File: src/common/wb_pkg.sv
`default_nettype none

package wb_pkg;

   localparam int NUM_GPR = 8;

   // reserved bit 1 always reads as one after reset
   localparam logic [31:0] FLAGS_RESET = 32'h0000_0002;

   typedef logic [2:0] gpr_idx_t;

   typedef enum logic [1:0] {
      SIZE_BYTE  = 2'b00,
      SIZE_WORD  = 2'b01,
      SIZE_DWORD = 2'b10
   } datasize_t;

   // x86 EFLAGS layout, unused positions kept as reserved
   typedef struct packed {
      logic [19:0] rsvd_31_12;
      logic        of;
      logic        rsvd_10;
      logic        int_en;
      logic        rsvd_8;
      logic        sf;
      logic        zf;
      logic        rsvd_5;
      logic        af;
      logic        rsvd_3;
      logic        pf;
      logic        rsvd_1;
      logic        cf;
   } flags_bits_t;

   typedef union packed {
      logic [31:0] raw;
      flags_bits_t bits;
   } flags_u;

   typedef struct packed {
      logic        ld_gpr1;
      logic        ld_gpr2;
      logic        ld_gpr3;
      gpr_idx_t    dr3;
      datasize_t   datasize;
      logic        ld_flags;
      logic        pop_flags;
      // bit 0 cf, 1 pf, 2 af, 3 zf, 4 sf, 5 of
      logic [5:0]  flags_affected;
      logic        ld_eip;
      logic        ld_cs;
      logic        save_neip;
      logic        push_flags;
      logic        is_jne;
      logic        is_jnbe;
      logic        is_cmovc;
      logic        is_cmps2;
      logic        repne;
      logic        is_halt;
      logic        dcache_write;
   } wb_ctrl_t;

   typedef struct packed {
      logic        v;
      wb_ctrl_t    ctrl;
      logic [31:0] result_a;
      logic [31:0] result_b;
      logic [31:0] result_c;
      flags_u      flags;
      logic [31:0] neip;
      logic [31:0] neip_not_taken;
      logic [15:0] ncs;
      logic [31:0] address;
      gpr_idx_t    dr1;
      gpr_idx_t    dr2;
   } wb_uop_t;

   typedef struct packed {
      logic        en;
      gpr_idx_t    idx;
      datasize_t   size;
      logic [31:0] data;
   } gpr_wr_t;

   typedef struct packed {
      logic gpr1;
      logic gpr2;
      logic gpr3;
      logic flags;
      logic eip;
      logic dcache_write;
   } dep_t;

endpackage

`default_nettype wire

File: src/hdl/arch_state.sv
`timescale 1ns/100ps
`default_nettype none

module arch_state (
   input  logic        CLK,
   input  logic        rst_n,
   input  logic        ld_eip,
   input  logic [31:0] eip_next,
   input  logic        ld_cs,
   input  logic [15:0] cs_next,
   input  logic        set_halt,
   output logic [31:0] eip,
   output logic [15:0] cs,
   output logic        halted
);

   always_ff @(posedge CLK or negedge rst_n) begin
      if (!rst_n) begin
         eip <= '0;
      end else if (ld_eip) begin
         eip <= eip_next;
      end
   end

   always_ff @(posedge CLK or negedge rst_n) begin
      if (!rst_n) begin
         cs <= '0;
      end else if (ld_cs) begin
         cs <= cs_next;
      end
   end

   // sticky, only reset brings the core back
   always_ff @(posedge CLK or negedge rst_n) begin
      if (!rst_n) begin
         halted <= 1'b0;
      end else if (set_halt) begin
         halted <= 1'b1;
      end
   end

endmodule

`default_nettype wire

File: src/hdl/gpr_file.sv
`timescale 1ns/100ps
`default_nettype none

module gpr_file (
   input  logic             CLK,
   input  logic             rst_n,
   input  wb_pkg::gpr_wr_t  wr1,
   input  wb_pkg::gpr_wr_t  wr2,
   input  wb_pkg::gpr_wr_t  wr3,
   input  wb_pkg::gpr_idx_t rd_idx,
   output logic [31:0]      rd_data
);
   import wb_pkg::*;

   logic [31:0] regs   [NUM_GPR];
   logic [31:0] regs_d [NUM_GPR];

   // partial writes keep the upper bits of the old value
   function automatic logic [31:0] merge(input logic [31:0] old_val, input gpr_wr_t wr);
      logic [31:0] res;
      case (wr.size)
         SIZE_BYTE: res = {old_val[31:8], wr.data[7:0]};
         SIZE_WORD: res = {old_val[31:16], wr.data[15:0]};
         default:   res = wr.data;
      endcase
      return res;
   endfunction

   // applied in port order so later ports override earlier ones
   always_comb begin
      for (int i = 0; i < NUM_GPR; i++) begin
         regs_d[i] = regs[i];
         if (wr1.en && wr1.idx == gpr_idx_t'(i)) begin
            regs_d[i] = merge(regs_d[i], wr1);
         end
         if (wr2.en && wr2.idx == gpr_idx_t'(i)) begin
            regs_d[i] = merge(regs_d[i], wr2);
         end
         if (wr3.en && wr3.idx == gpr_idx_t'(i)) begin
            regs_d[i] = merge(regs_d[i], wr3);
         end
      end
   end

   always_ff @(posedge CLK or negedge rst_n) begin
      if (!rst_n) begin
         for (int i = 0; i < NUM_GPR; i++) begin
            regs[i] <= '0;
         end
      end else begin
         for (int i = 0; i < NUM_GPR; i++) begin
            regs[i] <= regs_d[i];
         end
      end
   end

   assign rd_data = regs[rd_idx];

endmodule

`default_nettype wire

File: src/hdl/wb_subsystem.sv
`timescale 1ns/100ps
`default_nettype none

module wb_subsystem (
   input  logic             CLK,
   input  logic             rst_n,
   input  wb_pkg::wb_uop_t  uop,
   input  logic             write_ready,
   output logic             dcache_write,
   output logic [31:0]      dcache_address,
   output logic [31:0]      dcache_data,
   output logic             stall,
   output wb_pkg::dep_t     dep,
   output logic             halted,
   output logic [31:0]      flags_fwd,
   output logic [31:0]      count_fwd,
   input  wb_pkg::gpr_idx_t rd_idx,
   output logic [31:0]      rd_data,
   output logic [31:0]      eip,
   output logic [15:0]      cs,
   output logic [31:0]      flags
);
   import wb_pkg::*;

   gpr_wr_t     gpr_wr1;
   gpr_wr_t     gpr_wr2;
   gpr_wr_t     gpr_wr3;
   logic        ld_eip;
   logic [31:0] eip_next;
   logic        ld_cs;
   logic [15:0] cs_next;
   logic        set_halt;

   writeback u_writeback (
      .CLK            (CLK),
      .rst_n          (rst_n),
      .uop            (uop),
      .write_ready    (write_ready),
      .halted         (halted),
      .gpr_wr1        (gpr_wr1),
      .gpr_wr2        (gpr_wr2),
      .gpr_wr3        (gpr_wr3),
      .ld_eip         (ld_eip),
      .eip_next       (eip_next),
      .ld_cs          (ld_cs),
      .cs_next        (cs_next),
      .set_halt       (set_halt),
      .dcache_write   (dcache_write),
      .dcache_address (dcache_address),
      .dcache_data    (dcache_data),
      .stall          (stall),
      .dep            (dep),
      .flags_fwd      (flags_fwd),
      .count_fwd      (count_fwd),
      .flags          (flags)
   );

   gpr_file u_gpr_file (
      .CLK     (CLK),
      .rst_n   (rst_n),
      .wr1     (gpr_wr1),
      .wr2     (gpr_wr2),
      .wr3     (gpr_wr3),
      .rd_idx  (rd_idx),
      .rd_data (rd_data)
   );

   arch_state u_arch_state (
      .CLK      (CLK),
      .rst_n    (rst_n),
      .ld_eip   (ld_eip),
      .eip_next (eip_next),
      .ld_cs    (ld_cs),
      .cs_next  (cs_next),
      .set_halt (set_halt),
      .eip      (eip),
      .cs       (cs),
      .halted   (halted)
   );

endmodule

`default_nettype wire

File: src/writeback/commit_ctrl_wb.sv
`timescale 1ns/100ps
`default_nettype none

module commit_ctrl_wb (
   input  wb_pkg::wb_uop_t uop,
   input  wb_pkg::flags_u  final_flags,
   input  logic            write_ready,
   input  logic            halted,
   output logic            use_not_taken,
   output logic            ld_gpr1,
   output logic            ld_gpr2,
   output logic            ld_gpr3,
   output logic            ld_flags,
   output logic            ld_eip,
   output logic            ld_cs,
   output logic            dcache_write,
   output logic            set_halt,
   output logic            stall,
   output logic            repne_terminate,
   output wb_pkg::dep_t    dep
);
   import wb_pkg::*;

   wb_ctrl_t ctrl;
   logic     live;
   logic     commit;
   logic     cf;
   logic     zf;
   logic     gpr2_req;

   assign ctrl = uop.ctrl;
   assign cf   = final_flags.bits.cf;
   assign zf   = final_flags.bits.zf;

   // nothing retires once the core is halted
   assign live = uop.v & ~halted;

   assign stall  = live & ctrl.dcache_write & ~write_ready;
   assign commit = live & ~stall;

   // jne falls through on zf, jnbe on cf or zf
   assign use_not_taken = (ctrl.is_jne & zf) | (ctrl.is_jnbe & (cf | zf));

   // repne cmps stops on a match or when ecx runs out
   assign repne_terminate = live & ctrl.is_cmps2 & ctrl.repne &
                            (zf | (uop.result_c == 32'd0));

   // cmovc only moves when carry is set
   assign gpr2_req = ctrl.ld_gpr2 & (~ctrl.is_cmovc | cf);

   assign ld_gpr1  = commit & ctrl.ld_gpr1;
   assign ld_gpr2  = commit & gpr2_req;
   assign ld_gpr3  = commit & ctrl.ld_gpr3;
   assign ld_flags = commit & ctrl.ld_flags;
   assign ld_eip   = commit & ctrl.ld_eip;
   assign ld_cs    = commit & ctrl.ld_cs;
   assign set_halt = commit & ctrl.is_halt;

   // store stays up while stalled so the cache can take it
   assign dcache_write = live & ctrl.dcache_write;

   // hazard view ignores the stall
   always_comb begin
      dep.gpr1         = live & ctrl.ld_gpr1;
      dep.gpr2         = live & gpr2_req;
      dep.gpr3         = live & ctrl.ld_gpr3;
      dep.flags        = live & ctrl.ld_flags;
      dep.eip          = live & ctrl.ld_eip;
      dep.dcache_write = live & ctrl.dcache_write;
   end

endmodule

`default_nettype wire

File: src/writeback/flags_wb.sv
`timescale 1ns/100ps
`default_nettype none

module flags_wb (
   input  logic           CLK,
   input  logic           rst_n,
   input  logic           ld,
   input  logic           pop,
   input  logic [5:0]     mask,
   input  wb_pkg::flags_u new_flags,
   input  logic [31:0]    popped,
   output wb_pkg::flags_u final_flags,
   output logic [31:0]    flags
);
   import wb_pkg::*;

   flags_u flags_q;
   flags_u merged;

   // only the six arithmetic bits take part in the merge
   always_comb begin
      merged = flags_q;
      if (mask[0]) merged.bits.cf = new_flags.bits.cf;
      if (mask[1]) merged.bits.pf = new_flags.bits.pf;
      if (mask[2]) merged.bits.af = new_flags.bits.af;
      if (mask[3]) merged.bits.zf = new_flags.bits.zf;
      if (mask[4]) merged.bits.sf = new_flags.bits.sf;
      if (mask[5]) merged.bits.of = new_flags.bits.of;
   end

   // popf replaces the whole word
   assign final_flags.raw = pop ? popped : merged.raw;

   always_ff @(posedge CLK or negedge rst_n) begin
      if (!rst_n) begin
         flags_q.raw <= FLAGS_RESET;
      end else if (ld) begin
         flags_q <= final_flags;
      end
   end

   assign flags = flags_q.raw;

endmodule

`default_nettype wire

File: src/writeback/operand_select_wb.sv
`timescale 1ns/100ps
`default_nettype none

module operand_select_wb (
   input  wb_pkg::wb_uop_t uop,
   input  logic            use_not_taken,
   input  logic [31:0]     final_flags,
   output logic [31:0]     data1,
   output logic [31:0]     eip_next,
   output logic [15:0]     cs_next,
   output logic [31:0]     count
);
   import wb_pkg::*;

   wb_ctrl_t ctrl;

   assign ctrl = uop.ctrl;

   // pushf beats call-style return address save
   always_comb begin
      if (ctrl.push_flags) begin
         data1 = final_flags;
      end else if (ctrl.save_neip) begin
         data1 = uop.neip;
      end else begin
         data1 = uop.result_a;
      end
   end

   // fall-through eip for untaken jcc
   always_comb begin
      if (use_not_taken) begin
         eip_next = uop.neip_not_taken;
      end else begin
         eip_next = uop.neip;
      end
   end

   assign cs_next = uop.ncs;

   // ecx after the string step
   assign count = uop.result_c;

endmodule

`default_nettype wire

File: src/writeback/writeback.sv
`timescale 1ns/100ps
`default_nettype none

module writeback (
   input  logic             CLK,
   input  logic             rst_n,
   input  wb_pkg::wb_uop_t  uop,
   input  logic             write_ready,
   input  logic             halted,
   output wb_pkg::gpr_wr_t  gpr_wr1,
   output wb_pkg::gpr_wr_t  gpr_wr2,
   output wb_pkg::gpr_wr_t  gpr_wr3,
   output logic             ld_eip,
   output logic [31:0]      eip_next,
   output logic             ld_cs,
   output logic [15:0]      cs_next,
   output logic             set_halt,
   output logic             dcache_write,
   output logic [31:0]      dcache_address,
   output logic [31:0]      dcache_data,
   output logic             stall,
   output wb_pkg::dep_t     dep,
   output logic [31:0]      flags_fwd,
   output logic [31:0]      count_fwd,
   output logic [31:0]      flags
);
   import wb_pkg::*;

   logic [31:0] data1;
   logic [31:0] count;
   flags_u      final_flags;
   logic        use_not_taken;
   logic        repne_terminate;
   logic        ld_gpr1;
   logic        ld_gpr2;
   logic        ld_gpr3;
   logic        ld_flags;

   operand_select_wb u_operand_select_wb (
      .uop           (uop),
      // string loop exit takes the fall-through eip too
      .use_not_taken (use_not_taken | repne_terminate),
      .final_flags   (final_flags.raw),
      .data1         (data1),
      .eip_next      (eip_next),
      .cs_next       (cs_next),
      .count         (count)
   );

   commit_ctrl_wb u_commit_ctrl_wb (
      .uop             (uop),
      .final_flags     (final_flags),
      .write_ready     (write_ready),
      .halted          (halted),
      .use_not_taken   (use_not_taken),
      .ld_gpr1         (ld_gpr1),
      .ld_gpr2         (ld_gpr2),
      .ld_gpr3         (ld_gpr3),
      .ld_flags        (ld_flags),
      .ld_eip          (ld_eip),
      .ld_cs           (ld_cs),
      .dcache_write    (dcache_write),
      .set_halt        (set_halt),
      .stall           (stall),
      .repne_terminate (repne_terminate),
      .dep             (dep)
   );

   flags_wb u_flags_wb (
      .CLK         (CLK),
      .rst_n       (rst_n),
      .ld          (ld_flags),
      .pop         (uop.ctrl.pop_flags),
      .mask        (uop.ctrl.flags_affected),
      .new_flags   (uop.flags),
      .popped      (uop.result_a),
      .final_flags (final_flags),
      .flags       (flags)
   );

   // port 3 is always a full dword write
   assign gpr_wr1 = '{en: ld_gpr1, idx: uop.dr1, size: uop.ctrl.datasize, data: data1};
   assign gpr_wr2 = '{en: ld_gpr2, idx: uop.dr2, size: uop.ctrl.datasize, data: uop.result_b};
   assign gpr_wr3 = '{en: ld_gpr3, idx: uop.ctrl.dr3, size: SIZE_DWORD, data: uop.result_c};

   assign dcache_address = uop.address;
   assign dcache_data    = data1;

   assign flags_fwd = final_flags.raw;
   assign count_fwd = count;

endmodule

`default_nettype wire
File: config.mk
export PLATFORM = sky130hd
export DESIGN_NAME = wb_subsystem
export DESIGN_NICKNAME = d
export VERILOG_FILES = /design/src/common/wb_pkg.sv /design/src/hdl/arch_state.sv /design/src/hdl/gpr_file.sv /design/src/hdl/wb_subsystem.sv /design/src/writeback/commit_ctrl_wb.sv /design/src/writeback/flags_wb.sv /design/src/writeback/operand_select_wb.sv /design/src/writeback/writeback.sv
export SDC_FILE = /design/constraint.sdc
export NUM_CORES = 1
export LEC_CHECK = 0
export ABC_CLOCK_PERIOD_IN_PS = 5750
export BUFFER_PORTS_ARGS = -buffer_cell sky130_fd_sc_hd__buf_2
export CAP_MARGIN = 20
export CORE_UTILIZATION = 30
export DETAILED_ROUTE_END_ITERATION = 10
export MAX_ROUTING_LAYER = met4
export PLACE_DENSITY = 0.51
export SLEW_MARGIN = 10
export SYNTH_ARGS = -nofsm -noshare
export SYNTH_HDL_FRONTEND = slang
export SYNTH_SLANG_ARGS = --single-unit
File: constraint.sdc
create_clock -name CLK -period 5.75 [get_ports CLK]
set_input_delay 0.575 -clock CLK [delete_from_list [all_inputs] [get_ports CLK]]
set_output_delay 0.575 -clock CLK [all_outputs]
set_load 0.03 [all_outputs]
=== Word level (Yosys, flattened, before mapping) ===
Index checks and enable logic that the tools add are counted.

* Magnitude comparators: 1
* Equal/unequal tests: 22
* Multiplexer cells: 53
* Bitwise gates (word level): 32
* Reduce and logical (&&, ||, !) cells: 37

{| class="wikitable"
|+ Operators with widths
! cell !! count
|-
| case mux 32 bit (2 select lines) || 16
|-
| 2-to-1 mux 32 bit || 30
|-
| binary-select mux 32 bit (select 3 bit) || 1
|-
| equality test 3 bit (second input constant) || 12
|-
| zero test 32 bit || 1
|-
| logical AND 1 bit || 24
|-
| nonzero test 3 bit || 8
|-
| AND 1 bit || 22
|-
| equality test 3 x 2 -> 1 bit (second input constant) || 6
|-
| equality test 3 x 1 -> 1 bit (second input constant) || 3
|-
| zero test 3 bit || 3
|-
| 2-to-1 mux 1 bit || 6
|-
| OR 1 bit || 5
|-
| >= comparator 4 bit (second input constant) || 1
|-
| NOT 1 bit || 4
|-
| NOT 3 -> 4 bit || 1
|-
| equality test 2 x 1 -> 1 bit (second input constant) || 1
|-
| zero test 2 bit || 1
|}

* Register bits: 337
* Bits of input ports: 280
* Output and inout bits: 249
* Logic and storage cells: 165

=== Longest topological paths before layout ===
* Word-level depth: 12
* Depth in mapped cells: 10
* Gate-level depth less buffers: 7

=== By module ===
A second synthesis with hierarchy kept.

* Cell total of the unflattened synthesis: 2556
* Area total of the unflattened synthesis: 23431.2 µm²

{| class="wikitable"
|+ Modules (own cells, without submodules)
! module !! times used !! cells each !! area an instance (µm²) !! sequential area each (µm²)
|-
| gpr_file || 1 || 1941 || 16783.6 || 6406.1
|-
| arch_state || 1 || 104 || 2025.7 || 1226.2
|-
| flags_wb || 1 || 136 || 1674.1 || 802.0
|-
| operand_select_wb || 1 || 191 || 1619.1 || 0.0
|-
| writeback || 1 || 149 || 1109.8 || 0.0
|-
| commit_ctrl_wb || 1 || 35 || 219.0 || 0.0
|}

=== Worst setup path after synthesis ===
OpenSTA, ideal clock, no wires.

* Kind: input port to output port
* Start: in rd_idx[0]
* End: out rd_data[0]
* Arrival time: 2.399 ns
* Required time: 5.175 ns
* Slack: 2.776 ns
* Stages on the path: 4
* Buffers on the path: 2
* Cells stage by stage: clkbuf_1 > buf_1 > mux4_2 > mux2_2

* Longest elaborated chain between the ends: 4

{| class="wikitable"
|+ RTL lines
! element !! line !! text
|-
| from (decl) || wb_subsystem.sv:17 || <nowiki>input wb_pkg::gpr_idx_t rd_idx,</nowiki>
|-
| NOT 3 -> 4 bit (not written as such) || gpr_file.sv:57 || <nowiki>assign rd_data = regs[rd_idx];</nowiki>
|-
| binary-select mux 32 bit (select 3 bit) || gpr_file.sv:57 ||
|-
| 2-to-1 mux 32 bit (not written as such) (2 in series) || gpr_file.sv:57 ||
|-
| to (decl) || wb_subsystem.sv:18 || <nowiki>output logic [31:0] rd_data,</nowiki>
|}

No other way between the ends. The select of a mux whose other input is x is not followed.

=== Worst setup path after layout ===
* Start: in uop[263] (netlist name)
* End: out dcache_data[22]

* Longest elaborated chain between the ends: 2

{| class="wikitable"
|+ RTL lines
! element !! line !! text
|-
| from (decl) || wb_subsystem.sv:7 || <nowiki>input wb_pkg::wb_uop_t uop,</nowiki>
|-
| 2-to-1 mux 32 bit || flags_wb.sv:32 || <nowiki>assign final_flags.raw = pop ? popped : merged.raw;</nowiki>
|-
| 2-to-1 mux 32 bit || operand_select_wb.sv:21 || <nowiki>if (ctrl.push_flags) begin</nowiki>
|-
| to (decl) || wb_subsystem.sv:11 || <nowiki>output logic [31:0] dcache_data,</nowiki>
|}

No other way between the ends.

==> results.sh <==
export IMPL_critical_path_required_ps=5180
export IMPL_relSlewSlack_pct=23.90
export IMPL_ys_warn_count=0
export IMPL_ys_top_cells_by_area="dfrtp_1 (38%), mux2_2 (7.1%), mux4_2 (6.5%)"
export IMPL_worst_slack_ps=2037
export IMPL_worstRegToRegCells=6
export IMPL_drive_above_1_share_pct=31.43
export IMPL_cts_sinks=337
export IMPL_critPathCapture="dcache_data[22]"
export IMPL_fin_worst_skew_ps=34.15
export IMPL_maxCapViolCount=0
export IMPL_synthMostInstantiatedCell="dfrtp_1"
export IMPL_post_route_period_util_pct=64.57
export IMPL_finalNonFillerCells=3693
export IMPL_drc_errors=0
export IMPL_synth_top_cell_area_share_pct=38.02
export IMPL_dieHeight_um=273.5
export IMPL_wl_per_cell_um=28.31
export IMPL_port_buffers=438
export IMPL_vias=21940
export IMPL_cts_root_buffer="clkbuf_16"
export IMPL_syn_inst=2425
export IMPL_critPathArrivalTime_ps=3140
export IMPL_synth_edf_count=0
export IMPL_synth_distinct_cells=62
export IMPL_cts_max_level=2
export IMPL_cts_tree="yes"
export IMPL_first_global_vias=21940
export IMPL_hp_class="in -> async"
export IMPL_cp_end_kind="output port"
export IMPL_grt_antenna_before_repair=15
export IMPL_start_kind="input pin"
export IMPL_finalSetupTns_ps=0
export IMPL_synth_area_um2=22110
export IMPL_syn_area_per_cell_um2=9.120
export IMPL_ctsResizeCount=0
export IMPL_rr_startpoint="u_arch_state.halted$_DFFE_PN0P_"
export IMPL_startpoint="uop[263]"
export IMPL_cts_made_buffers=44
export IMPL_final_hold_viol_count=0
export IMPL_track_usage_pct=28.15
export IMPL_antenna_left=0
export IMPL_power_density_nw_per_um2=312.1
export IMPL_initial_utilization_pct=30.31
export IMPL_ctsHoldBuffers=0
export IMPL_place_congestion=0.9283
export IMPL_tightest_slew_ps=1141
export IMPL_r2r_slack_ps=2200
export IMPL_fp_coreArea_um2=72960
export IMPL_power_leakage_nw=11.79
export IMPL_final_area_um2=26450
export IMPL_clk_path_buf_depth=3
export IMPL_setup_violations_final=0
export IMPL_ioPinCount=529
export IMPL_fin_hold_ws_ps=22.82
export IMPL_async_flop_share_pct=100.0
export IMPL_dp_slack_ps=1592
export IMPL_grt_ovfl_total=0
export IMPL_syn_num_nets=2705
export IMPL_worstSkewPairLatency_ps=600
export IMPL_totalWireLength_um=104500
export IMPL_dpl_instance_area_um2=24830
export IMPL_rr_endpoint="u_gpr_file.regs[167]$_DFFE_PN0P_"
export IMPL_synth_common_cells="dfrtp_1 (336), nor2_1 (335), nand2_1 (256)"
export IMPL_via_per_inst=5.940
export IMPL_ys_seq_elements=337
export IMPL_post_place_cells=3593
export IMPL_finalPower_mw=8.255
export IMPL_dp_hpwl_um=69000
export IMPL_row_count=99
export IMPL_nNetsFinal=2965
export IMPL_post_cts_buffers=0
export IMPL_rsz0062_at_grt="no"
export IMPL_postLayoutCoreUtil_pct=36.25
export IMPL_run_status="completed"
export IMPL_period_needed_ps=3713
export IMPL_path_class="in -> out"
export IMPL_die_x_um=273.5
export IMPL_drt_pass1_iterations=9
export IMPL_cts_clk_slew_worst_paths_ps=60
export IMPL_dieArea_um2=74810
export IMPL_grt_pass1_wl_um=150900
export IMPL_grt_max_degree=108
export IMPL_ys_seq_area_share_pct=38.14
export IMPL_yosysTopAreaCell="dfrtp_1"
export IMPL_max_clock_freq_mhz=269.3
export IMPL_synth_flop_cell="dfrtp_1"
export IMPL_drt_iter0_drc=2430
export IMPL_crit_fanout=20
export IMPL_ir_drop_mv=0.1913
export IMPL_areaGrowthSynthToFinish_pct=19.60
export IMPL_drv_slew=0
## critical path, cell delays in order
cell and delay [ps]:
buf_2 440, buf_4 420, mux2_2 400, mux2i_1 810, inv_1 210, buf_2 240
## how the worst min path moves through the flow
stage,startpoint,endpoint,slack [ps],cells past startpoint
floorplan,rst_n,asynchronous set/reset pin,280,0
finish,rst_n,asynchronous set/reset pin,20,1
CTS,rst_n,asynchronous set/reset pin,90,1
detailed placement,register,register,460,1
global route,rst_n,asynchronous set/reset pin,100,1
global placement,register,register,460,1
## layout make-up
cell class / instances / area, um2
sequential: 337 / 8434
tap: 959 / 1200
timing repair buffer: 519 / 2917
fill: 7435 / 46510
multi-input combinational: 1738 / 12200
antenna: 14 / 35.03
clock inverter: 11 / 145.1
clock buffer: 70 / 1351
inverter: 45 / 168.9
## where the power goes
group / switching, mW / leakage (nW) / internal, mW / total [mW]
clock network: 1.17 / 0.738 / 1.74 / 2.91
registers: 0.249 / 4.38 / 2.79 / 3.03
logic: 1.49 / 6.67 / 0.818 / 2.31
total: 2.91 / 11.8 / 5.35 / 8.25
## cell usage in the layout, fill, tap and decap left out, types with 7 or more instances in the layout
master       n
nor2b_1     15
mux2_2     139
a211oi_1    23
a221oi_2     8
and2_1       9
o21ai_0    111
a21o_1      17
nand4_1      7
nor4_4       9
nand3_1     45
nor4_1       9
o31ai_1     41
mux2_4       8
clkbuf_16   46
a22oi_1     55
diode_2     14
dfrtp_1    336
and3_1      12
mux4_2      64
o221ai_1    42
nor2_2       7
nand2b_1    11
o211ai_1    42
buf_4       74
a21oi_1    176
nor3_1       9
o22ai_1     29
a221oi_1    74
inv_1       43
nand2_1    256
nor2_1     326
mux2i_1    130
clkbuf_1    13
clkbuf_8    11
buf_2      435
## per-layer routing
metal / part of all wire (%) / global-route usage [%]
met1: 38 / 33.50
met2: 47 / 44.56
met3: 9.0 / 5.596
met4: 5.6 / 15.45
met5: 0 / -
## cell families (layout without fill, tap and decap cells)
logic type	Yosys count	count (layout)	share of synthesized area (%)
and+or+nand+nor	748	748	14.73
AOI/OAI and AO/OA	649	649	19.71
buffers and inverters	350	645	7.400
muxes	341	341	20.02
DFF	337	337	38.14
other	0	14	0
Note: power is estimated with default switching activity, not from simulation.
